<file path="src/hdl/camera_pkg.sv">
`default_nettype none

package camera_pkg;

    localparam int PIXEL_W     = 8;    // RAW8 from the CSI-2 receiver
    localparam int COORD_W     = 11;   // Frames up to 2047 x 2047
    localparam int ACC_W       = 20;   // 64 x 64 pixels at 255 fits
    localparam int FRAME_CNT_W = 16;
    localparam int APB_ADDR_W  = 8;
    localparam int APB_DATA_W  = 32;

    // Window size code rules, decoded locally by each stage:
    // side length is WIN_SIDE_BASE << code, giving 16, 32 or 64 pixels
    // meter shift is METER_SHIFT_BASE + 2 * code, giving 8, 10 or 12
    localparam int WIN_SIZE_W       = 2;
    localparam int WIN_SIDE_BASE    = 16;
    localparam int METER_SHIFT_BASE = 8;

    typedef enum logic [WIN_SIZE_W-1:0] {
        WIN_16 = 2'd0,
        WIN_32 = 2'd1,
        WIN_64 = 2'd2
    } win_size_e;

    typedef enum logic [APB_ADDR_W-1:0] {
        REG_CTRL    = 8'h00,   // Enable and size code
        REG_X_START = 8'h04,
        REG_Y_START = 8'h08,
        REG_STATUS  = 8'h0C,   // Meter ready, write 1 to clear
        REG_METER   = 8'h10,   // Window average
        REG_FRAMES  = 8'h14    // Completed frames
    } reg_addr_e;

    // Bit positions inside REG_CTRL and REG_STATUS
    localparam int CTRL_ENABLE_BIT  = 0;
    localparam int CTRL_SIZE_LSB    = 1;
    localparam int STATUS_READY_BIT = 0;

endpackage

`default_nettype wire

</file>
<file path="src/hdl/camera_regs.sv">
`timescale 1ns/1ns
`default_nettype none

module camera_regs
    import camera_pkg::*;
(
    input  logic                  mipi_byte_clock,
    input  logic                  mipi_byte_reset_n,
    input  logic                  psel_i,
    input  logic                  penable_i,
    input  logic                  pwrite_i,
    input  logic [APB_ADDR_W-1:0] paddr_i,
    input  logic [APB_DATA_W-1:0] pwdata_i,
    input  logic [PIXEL_W-1:0]    meter_avg_i,
    input  logic                  meter_done_i,
    output logic [APB_DATA_W-1:0] prdata_o,
    output logic                  cfg_enable_o,
    output win_size_e             cfg_size_o,
    output logic [COORD_W-1:0]    cfg_x_start_o,
    output logic [COORD_W-1:0]    cfg_y_start_o
);

    reg_addr_e              addr;
    logic                   apb_write;
    logic                   apb_setup_read;
    logic                   ready_clear;
    logic                   ready_q;
    logic [PIXEL_W-1:0]     avg_q;
    logic [FRAME_CNT_W-1:0] frames_q;
    logic [APB_DATA_W-1:0]  rdata;

    always_comb begin
        addr           = reg_addr_e'(paddr_i);
        apb_write      = psel_i & penable_i & pwrite_i;      // Access phase
        apb_setup_read = psel_i & ~penable_i & ~pwrite_i;    // Setup phase
        ready_clear    = apb_write && (addr == REG_STATUS) && pwdata_i[STATUS_READY_BIT];
    end

    always_ff @(posedge mipi_byte_clock or negedge mipi_byte_reset_n) begin
        if (!mipi_byte_reset_n) begin
            cfg_enable_o  <= 1'b0;
            cfg_size_o    <= WIN_16;
            cfg_x_start_o <= '0;
            cfg_y_start_o <= '0;
        end else if (apb_write) begin
            case (addr)
                REG_CTRL: begin
                    cfg_enable_o <= pwdata_i[CTRL_ENABLE_BIT];
                    cfg_size_o   <= win_size_e'(pwdata_i[CTRL_SIZE_LSB +: WIN_SIZE_W]);
                end
                REG_X_START: cfg_x_start_o <= pwdata_i[COORD_W-1:0];
                REG_Y_START: cfg_y_start_o <= pwdata_i[COORD_W-1:0];
                default: ;
            endcase
        end
    end

    // Meter results and frame count
    always_ff @(posedge mipi_byte_clock or negedge mipi_byte_reset_n) begin
        if (!mipi_byte_reset_n) begin
            ready_q  <= 1'b0;
            avg_q    <= '0;
            frames_q <= '0;
        end else begin
            if (meter_done_i) begin
                ready_q  <= 1'b1;          // Set wins over a clear
                avg_q    <= meter_avg_i;
                frames_q <= frames_q + 1'b1;
            end else if (ready_clear) begin
                ready_q  <= 1'b0;
            end
        end
    end

    always_comb begin
        rdata = '0;                        // Unmapped reads as zero
        case (addr)
            REG_CTRL: begin
                rdata[CTRL_ENABLE_BIT]             = cfg_enable_o;
                rdata[CTRL_SIZE_LSB +: WIN_SIZE_W] = cfg_size_o;
            end
            REG_X_START: rdata[COORD_W-1:0]     = cfg_x_start_o;
            REG_Y_START: rdata[COORD_W-1:0]     = cfg_y_start_o;
            REG_STATUS:  rdata[STATUS_READY_BIT] = ready_q;
            REG_METER:   rdata[PIXEL_W-1:0]     = avg_q;
            REG_FRAMES:  rdata[FRAME_CNT_W-1:0] = frames_q;
            default: ;
        endcase
    end

    always_ff @(posedge mipi_byte_clock or negedge mipi_byte_reset_n) begin
        if (!mipi_byte_reset_n) begin
            prdata_o <= '0;
        end else if (apb_setup_read) begin
            prdata_o <= rdata;             // Stable through the access phase
        end
    end

endmodule

`default_nettype wire

</file>
<file path="src/hdl/camera_top.sv">
`timescale 1ns/1ns
`default_nettype none

module camera_top
    import camera_pkg::*;
(
    input  logic                  mipi_byte_clock,
    input  logic                  mipi_byte_reset_n,
    input  logic [PIXEL_W-1:0]    payload_i,
    input  logic                  payload_valid_i,
    input  logic                  line_valid_i,
    input  logic                  frame_valid_i,
    input  logic                  psel_i,
    input  logic                  penable_i,
    input  logic                  pwrite_i,
    input  logic [APB_ADDR_W-1:0] paddr_i,
    input  logic [APB_DATA_W-1:0] pwdata_i,
    output logic [APB_DATA_W-1:0] prdata_o,
    output logic [PIXEL_W-1:0]    pixel_o,
    output logic                  pixel_valid_o
);

    logic [PIXEL_W-1:0] pix_data;
    logic               pix_valid;
    logic [COORD_W-1:0] pix_x;
    logic [COORD_W-1:0] pix_y;
    logic               frame_start;
    logic               frame_end;
    logic [PIXEL_W-1:0] crop_data;
    logic               crop_valid;
    logic               crop_frame_start;
    logic               crop_frame_end;
    logic [PIXEL_W-1:0] meter_avg;
    logic               meter_done;
    logic               cfg_enable;
    win_size_e          cfg_size;
    logic [COORD_W-1:0] cfg_x_start;
    logic [COORD_W-1:0] cfg_y_start;

    assign pixel_o       = crop_data;      // Cropped stream leaves the block
    assign pixel_valid_o = crop_valid;

    pixel_counter pixel_counter_i (
        .mipi_byte_clock   (mipi_byte_clock),
        .mipi_byte_reset_n (mipi_byte_reset_n),
        .payload_i         (payload_i),
        .payload_valid_i   (payload_valid_i),
        .line_valid_i      (line_valid_i),
        .frame_valid_i     (frame_valid_i),
        .pix_data_o        (pix_data),
        .pix_valid_o       (pix_valid),
        .pix_x_o           (pix_x),
        .pix_y_o           (pix_y),
        .frame_start_o     (frame_start),
        .frame_end_o       (frame_end)
    );

    window_crop window_crop_i (
        .mipi_byte_clock    (mipi_byte_clock),
        .mipi_byte_reset_n  (mipi_byte_reset_n),
        .pix_data_i         (pix_data),
        .pix_valid_i        (pix_valid),
        .pix_x_i            (pix_x),
        .pix_y_i            (pix_y),
        .frame_start_i      (frame_start),
        .frame_end_i        (frame_end),
        .cfg_enable_i       (cfg_enable),
        .cfg_size_i         (cfg_size),
        .cfg_x_start_i      (cfg_x_start),
        .cfg_y_start_i      (cfg_y_start),
        .crop_data_o        (crop_data),
        .crop_valid_o       (crop_valid),
        .crop_frame_start_o (crop_frame_start),
        .crop_frame_end_o   (crop_frame_end)
    );

    exposure_meter exposure_meter_i (
        .mipi_byte_clock    (mipi_byte_clock),
        .mipi_byte_reset_n  (mipi_byte_reset_n),
        .crop_data_i        (crop_data),
        .crop_valid_i       (crop_valid),
        .crop_frame_start_i (crop_frame_start),
        .crop_frame_end_i   (crop_frame_end),
        .cfg_size_i         (cfg_size),
        .meter_avg_o        (meter_avg),
        .meter_done_o       (meter_done)
    );

    camera_regs camera_regs_i (
        .mipi_byte_clock   (mipi_byte_clock),
        .mipi_byte_reset_n (mipi_byte_reset_n),
        .psel_i            (psel_i),
        .penable_i         (penable_i),
        .pwrite_i          (pwrite_i),
        .paddr_i           (paddr_i),
        .pwdata_i          (pwdata_i),
        .meter_avg_i       (meter_avg),
        .meter_done_i      (meter_done),
        .prdata_o          (prdata_o),
        .cfg_enable_o      (cfg_enable),
        .cfg_size_o        (cfg_size),
        .cfg_x_start_o     (cfg_x_start),
        .cfg_y_start_o     (cfg_y_start)
    );

endmodule

`default_nettype wire

</file>
<file path="src/hdl/exposure_meter.sv">
`timescale 1ns/1ns
`default_nettype none

module exposure_meter
    import camera_pkg::*;
(
    input  logic               mipi_byte_clock,
    input  logic               mipi_byte_reset_n,
    input  logic [PIXEL_W-1:0] crop_data_i,
    input  logic               crop_valid_i,
    input  logic               crop_frame_start_i,
    input  logic               crop_frame_end_i,
    input  win_size_e          cfg_size_i,
    output logic [PIXEL_W-1:0] meter_avg_o,
    output logic               meter_done_o
);

    localparam int SHIFT_W = 4;

    logic [ACC_W-1:0]   acc;
    logic [ACC_W-1:0]   acc_next;
    logic [SHIFT_W-1:0] shift;

    // Divide by the full window area even when the window leaves the frame
    always_comb begin
        case (cfg_size_i)
            WIN_32:  shift = SHIFT_W'(METER_SHIFT_BASE + 2);
            WIN_64:  shift = SHIFT_W'(METER_SHIFT_BASE + 4);
            default: shift = SHIFT_W'(METER_SHIFT_BASE);
        endcase
    end

    always_comb begin
        acc_next = crop_frame_start_i ? '0 : acc;    // New frame restarts the sum
        if (crop_valid_i) begin
            acc_next = acc_next + ACC_W'(crop_data_i);
        end
    end

    always_ff @(posedge mipi_byte_clock or negedge mipi_byte_reset_n) begin
        if (!mipi_byte_reset_n) begin
            acc          <= '0;
            meter_avg_o  <= '0;
            meter_done_o <= 1'b0;
        end else begin
            acc          <= acc_next;
            meter_done_o <= crop_frame_end_i;
            if (crop_frame_end_i) begin
                meter_avg_o <= PIXEL_W'(acc_next >> shift);   // Truncated
            end
        end
    end

endmodule

`default_nettype wire

</file>
<file path="src/hdl/pixel_counter.sv">
`timescale 1ns/1ns
`default_nettype none

module pixel_counter
    import camera_pkg::*;
(
    input  logic               mipi_byte_clock,
    input  logic               mipi_byte_reset_n,
    input  logic [PIXEL_W-1:0] payload_i,
    input  logic               payload_valid_i,
    input  logic               line_valid_i,
    input  logic               frame_valid_i,
    output logic [PIXEL_W-1:0] pix_data_o,
    output logic               pix_valid_o,
    output logic [COORD_W-1:0] pix_x_o,
    output logic [COORD_W-1:0] pix_y_o,
    output logic               frame_start_o,
    output logic               frame_end_o
);

    logic               line_valid_q;
    logic               frame_valid_q;
    logic               line_rise;
    logic               line_fall;
    logic               frame_rise;
    logic               frame_fall;
    logic               pixel_hit;
    logic [COORD_W-1:0] x_cnt;      // Column of the next pixel
    logic [COORD_W-1:0] y_cnt;      // Current line
    logic [COORD_W-1:0] x_cur;
    logic [COORD_W-1:0] y_cur;

    always_comb begin
        line_rise  = line_valid_i & ~line_valid_q;
        line_fall  = ~line_valid_i & line_valid_q;
        frame_rise = frame_valid_i & ~frame_valid_q;
        frame_fall = ~frame_valid_i & frame_valid_q;
        pixel_hit  = payload_valid_i & line_valid_i;   // Both enables needed
        x_cur      = line_rise ? '0 : x_cnt;
        y_cur      = frame_rise ? '0 : y_cnt;
    end

    always_ff @(posedge mipi_byte_clock or negedge mipi_byte_reset_n) begin
        if (!mipi_byte_reset_n) begin
            line_valid_q  <= 1'b0;
            frame_valid_q <= 1'b0;
            pix_valid_o   <= 1'b0;
            frame_start_o <= 1'b0;
            frame_end_o   <= 1'b0;
            x_cnt         <= '0;
            y_cnt         <= '0;
            pix_x_o       <= '0;
            pix_y_o       <= '0;
        end else begin
            line_valid_q  <= line_valid_i;
            frame_valid_q <= frame_valid_i;
            pix_valid_o   <= pixel_hit;
            frame_start_o <= frame_rise;
            frame_end_o   <= frame_fall;
            pix_x_o       <= x_cur;
            pix_y_o       <= y_cur;
            x_cnt         <= pixel_hit ? x_cur + 1'b1 : x_cur;
            if (frame_rise) begin
                y_cnt <= '0;
            end else if (line_fall) begin
                y_cnt <= y_cnt + 1'b1;     // Next line
            end
        end
    end

    always_ff @(posedge mipi_byte_clock) begin
        pix_data_o <= payload_i;
    end

endmodule

`default_nettype wire

</file>
<file path="src/hdl/window_crop.sv">
`timescale 1ns/1ns
`default_nettype none

module window_crop
    import camera_pkg::*;
(
    input  logic               mipi_byte_clock,
    input  logic               mipi_byte_reset_n,
    input  logic [PIXEL_W-1:0] pix_data_i,
    input  logic               pix_valid_i,
    input  logic [COORD_W-1:0] pix_x_i,
    input  logic [COORD_W-1:0] pix_y_i,
    input  logic               frame_start_i,
    input  logic               frame_end_i,
    input  logic               cfg_enable_i,
    input  win_size_e          cfg_size_i,
    input  logic [COORD_W-1:0] cfg_x_start_i,
    input  logic [COORD_W-1:0] cfg_y_start_i,
    output logic [PIXEL_W-1:0] crop_data_o,
    output logic               crop_valid_o,
    output logic               crop_frame_start_o,
    output logic               crop_frame_end_o
);

    localparam int END_W = COORD_W + 1;   // Window end may pass 2047

    logic [END_W-1:0] side;
    logic [END_W-1:0] x_end;
    logic [END_W-1:0] y_end;
    logic             in_window;

    always_comb begin
        case (cfg_size_i)
            WIN_32:  side = END_W'(WIN_SIDE_BASE << 1);
            WIN_64:  side = END_W'(WIN_SIDE_BASE << 2);
            default: side = END_W'(WIN_SIDE_BASE);
        endcase
        x_end     = {1'b0, cfg_x_start_i} + side;
        y_end     = {1'b0, cfg_y_start_i} + side;
        // Half-open on both axes
        in_window = (pix_x_i >= cfg_x_start_i) && ({1'b0, pix_x_i} < x_end) &&
                    (pix_y_i >= cfg_y_start_i) && ({1'b0, pix_y_i} < y_end);
    end

    always_ff @(posedge mipi_byte_clock or negedge mipi_byte_reset_n) begin
        if (!mipi_byte_reset_n) begin
            crop_valid_o       <= 1'b0;
            crop_frame_start_o <= 1'b0;
            crop_frame_end_o   <= 1'b0;
        end else begin
            crop_valid_o       <= pix_valid_i & cfg_enable_i & in_window;
            crop_frame_start_o <= frame_start_i;   // Kept aligned with the data
            crop_frame_end_o   <= frame_end_i;
        end
    end

    always_ff @(posedge mipi_byte_clock) begin
        crop_data_o <= pix_data_i;
    end

endmodule

`default_nettype wire

</file>
<file path="config.mk">
export PLATFORM = sky130hd
export DESIGN_NAME = camera_top
export DESIGN_NICKNAME = d
export VERILOG_FILES = /design/src/hdl/camera_pkg.sv /design/src/hdl/camera_regs.sv /design/src/hdl/camera_top.sv /design/src/hdl/exposure_meter.sv /design/src/hdl/pixel_counter.sv /design/src/hdl/window_crop.sv
export SDC_FILE = /design/constraint.sdc
export NUM_CORES = 1
export LEC_CHECK = 0
export BUFFER_PORTS_ARGS = -buffer_cell sky130_fd_sc_hd__buf_2
export CORE_MARGIN = 5
export CORE_UTILIZATION = 45
export DETAILED_ROUTE_END_ITERATION = 10
export PLACE_DENSITY_LB_ADDON = 0.25
export SLEW_MARGIN = 25
export SYNTH_ARGS = -nofsm -noshare
export SYNTH_HDL_FRONTEND = slang
export SYNTH_HIERARCHICAL = 1
export SYNTH_SLANG_ARGS = --single-unit
</file>
<file path="constraint.sdc">
create_clock -name mipi_byte_clock -period 3.61 [get_ports mipi_byte_clock]
set_clock_uncertainty 0.2 [all_clocks]
set_input_delay 0.361 -clock mipi_byte_clock [delete_from_list [all_inputs] [get_ports mipi_byte_clock]]
set_output_delay 0.361 -clock mipi_byte_clock [all_outputs]
set_load 0.05 [all_outputs]
</file>
==> impl_metrics.ini <==
[status]
outcome = completed

[yosys]
synth.area.top_cells = dfrtp_1, ha_1, mux2_2
synth_flop_cell = dfrtp_1
yosysUniqueCellTypes = 86
async_flop_share = 0.9018
synth-edff-count = 0
syn_area_um2 = 8691
syn_inst = 806
seq_area_frac_synth = 0.4601
yosysTopAreaCellShare = 0.4233
syn_area_per_cell_um2 = 10.78
ys_warn_count = 6
synth_top_cell_by_area = dfrtp_1
ys_seq_elements = 163

[floorplan]
dieArea_um2 = 22190
io_pins = 97
rows = 50
die_w_um = 149.0
die_h_um = 149.0
start_util = 0.4615
core_um2 = 18830

[placed_design]
post-place-ws_ps = 193.5
place_congestion = 0.8528
port_buffers = 59
hpwlAfterDp_mm = 13.53
placed_cells = 1114

[timing]
period_share = 0.9624
holdWs_ps = 41.84
period_needed_ps = 3474
clock.fmax_mhz = 287.8
finalMaxSlewViolations = 0
finalSetupTns_ps = 0
rsz0062_at_grt = false
hold_viol = 0
worst_pin_slew_ps = 605.3
setup_ws_ps = 135.6
slew_headroom = 0.5908
setup_violations = 0

[finish]
area_delta_synth_final_pct = 15.91
stdcell_count = 1165
layout_commonest_cell = dfrtp_1
diodes = 0
nets = 1004
final_cell_mix = dfrtp_1, buf_2, ha_1, nand2_1, mux2_2
drive_gt1_frac = 0.1989

[pwr]
total_power_mw = 4.254
powerDensity_nw_per_um2 = 422.3
p_leak_nw = 4.698
ir_drop_mv = 0.2927

[route]
num_vias = 6130
wl_mm = 18.28
wl_per_cell_um = 15.69
drt-initial-drc-count = 349
via_per_inst = 5.262
ant_nets = 0
drcViolationCount = 0
firstDrtPassIters = 5

[worst_hold_path]
hold_end = camera_regs_i/cfg_y_start_o[0]
hold_depth = 2
hold_start = pwdata_i[0]
min_path_type = in2reg

[clock_network]
cts_root_buffer = clkbuf_16
htreeDepth = 4
clockBufferDepth = 2
postCtsSetupBuffers = 0
insertion_delay_ps = 420
cts_tree = built
cts_buffers = 17
cts.sinks = 163
clk_pin_slew_ps = 60

[setup_path]
criticalPathCategory = reg2reg
timing.rr.start = camera_regs_i/cfg_size_o[1]
timing.rr.end = window_crop_i/crop_valid_o
cp.arrival_ps = 3600
r2r_cells = 13
critical_path_required_ps = 3730
cp_max_fo = 4
crit_path_end_kind = flip-flop
r2r_setup_slack_ps = 140
crit_path_start_kind = flip-flop

[grt]
grt_pass1_vias = 6126
grt_pass1_wl_mm = 30.70
grt_max_degree = 78
antenna_found_initial = 0
grt_use_total = 0.1701
overflow = 0

[flow_run]
drv_cap = 0
-- through the flow --
step                        util  cell area [um2]
after detailed placement  0.4922             9268
after global routing      0.5350            10070
after global placement    0.4922             9268
final                     0.5350            10070
after CTS                 0.5342            10060
after floorplan                -             8747
-- layer usage --
layer	track usage	up-vias	share of wire
met5	0	-	0
met4	0.05492	0	0.012
met3	0.02492	17	0.038
met2	0.2697	122	0.46
met1	0.2411	2939	0.49
li1	-	3052	-
-- area by class of cell --
class,count,area (um2)
tap,260,325.3
clock buffer,17,425.4
timing repair buffer,90,594.3
inverter,44,165.2
multi-input combinational,576,4388
fill,1664,8757
sequential,163,3999
clock inverter,15,176.4
-- synth_stat cells, types with 3 or more instances --
master / n
a211oi_1: 8
a21o_1: 6
a21oi_1: 25
a22o_1: 15
a22oi_1: 12
a31oi_1: 3
a41oi_1: 3
and2_1: 16
and3_1: 4
and4_1: 5
buf_2: 5
buf_4: 16
clkbuf_1: 15
dfrtp_1: 147
dfxtp_1: 16
ha_1: 55
inv_1: 43
mux2_2: 47
mux2i_1: 9
nand2_1: 47
nand2b_1: 6
nand3_1: 19
nand4_1: 17
nor2_1: 42
nor2b_1: 37
nor3_1: 14
nor4b_1: 3
o2111ai_1: 3
o211ai_1: 3
o21a_1: 4
o21ai_0: 18
o21ai_1: 4
o221a_2: 3
o22ai_1: 6
o31ai_1: 4
or3_1: 3
xnor2_1: 35
xor2_1: 27
-- worst max-delay path: stages (launching register included) --
cell      delay, ps
dfrtp_1         410
ha_1            340
ha_1            270
ha_1            200
a21oi_1          60
o21ai_0         250
nand2_1         100
xnor2_1         140
ha_1            320
a21oi_2         120
a21boi_1         80
o31a_1          280
o32a_1          340
nor4b_2         260
-- worst max path at each step --
stage	slack [ps]	to	startpoint	depth (start not counted)
floorplan	200	exposure_meter_i/meter_avg_o[5]	window_crop_i/crop_frame_start_o	11
global placement	230	window_crop_i/crop_valid_o	camera_regs_i/cfg_size_o[1]	12
detailed placement	190	window_crop_i/crop_valid_o	camera_regs_i/cfg_size_o[1]	12
CTS	160	window_crop_i/crop_valid_o	camera_regs_i/cfg_size_o[1]	12
global route	9	window_crop_i/crop_valid_o	camera_regs_i/cfg_size_o[1]	13
finish	140	window_crop_i/crop_valid_o	camera_regs_i/cfg_size_o[1]	13
-- report_power, final --
group	switching [mW]	total [mW]	internal (mW)	leakage, nW
clock network	0.785	1.83	1.04	0.292
registers	0.0825	2.00	1.92	2.13
logic	0.247	0.427	0.180	2.27
-- flip-flops by register name (all words and copies together), names as in the netlist, 2 cells and up --
name,cells
window_crop_i/crop_data_o,8
pixel_counter_i/y_cnt,11
camera_regs_i/cfg_x_start_o,11
camera_regs_i/cfg_size_o,2
exposure_meter_i/meter_avg_o,8
pixel_counter_i/pix_data_o,8
pixel_counter_i/pix_y_o,11
camera_regs_i/prdata_o,16
exposure_meter_i/acc,20
pixel_counter_i/x_cnt,11
camera_regs_i/frames_q,16
pixel_counter_i/pix_x_o,11
camera_regs_i/cfg_y_start_o,11
camera_regs_i/avg_q,8
-- cells by family after synthesis --
family / after synthesis / synth area share
AOI/OAI and AO/OA: 148 / 0.1280
xor gates and xnor gates: 62 / 0.06248
adders and majority gates: 56 / 0.08149
buffers and inverters: 82 / 0.04305
DFF: 163 / 0.4601
muxes: 57 / 0.07386
other: 1 / 0.0004315
and+or+nand+nor: 237 / 0.1506
-- timing repair --
action | in CTS | in global routing
resized for setup | 0 | 4
setup endpoints to repair | 0 | 1
hold buffers | 19 | 0
hold endpoints to repair | 84 | 0
Note: power is estimated with default switching activity, not from simulation.
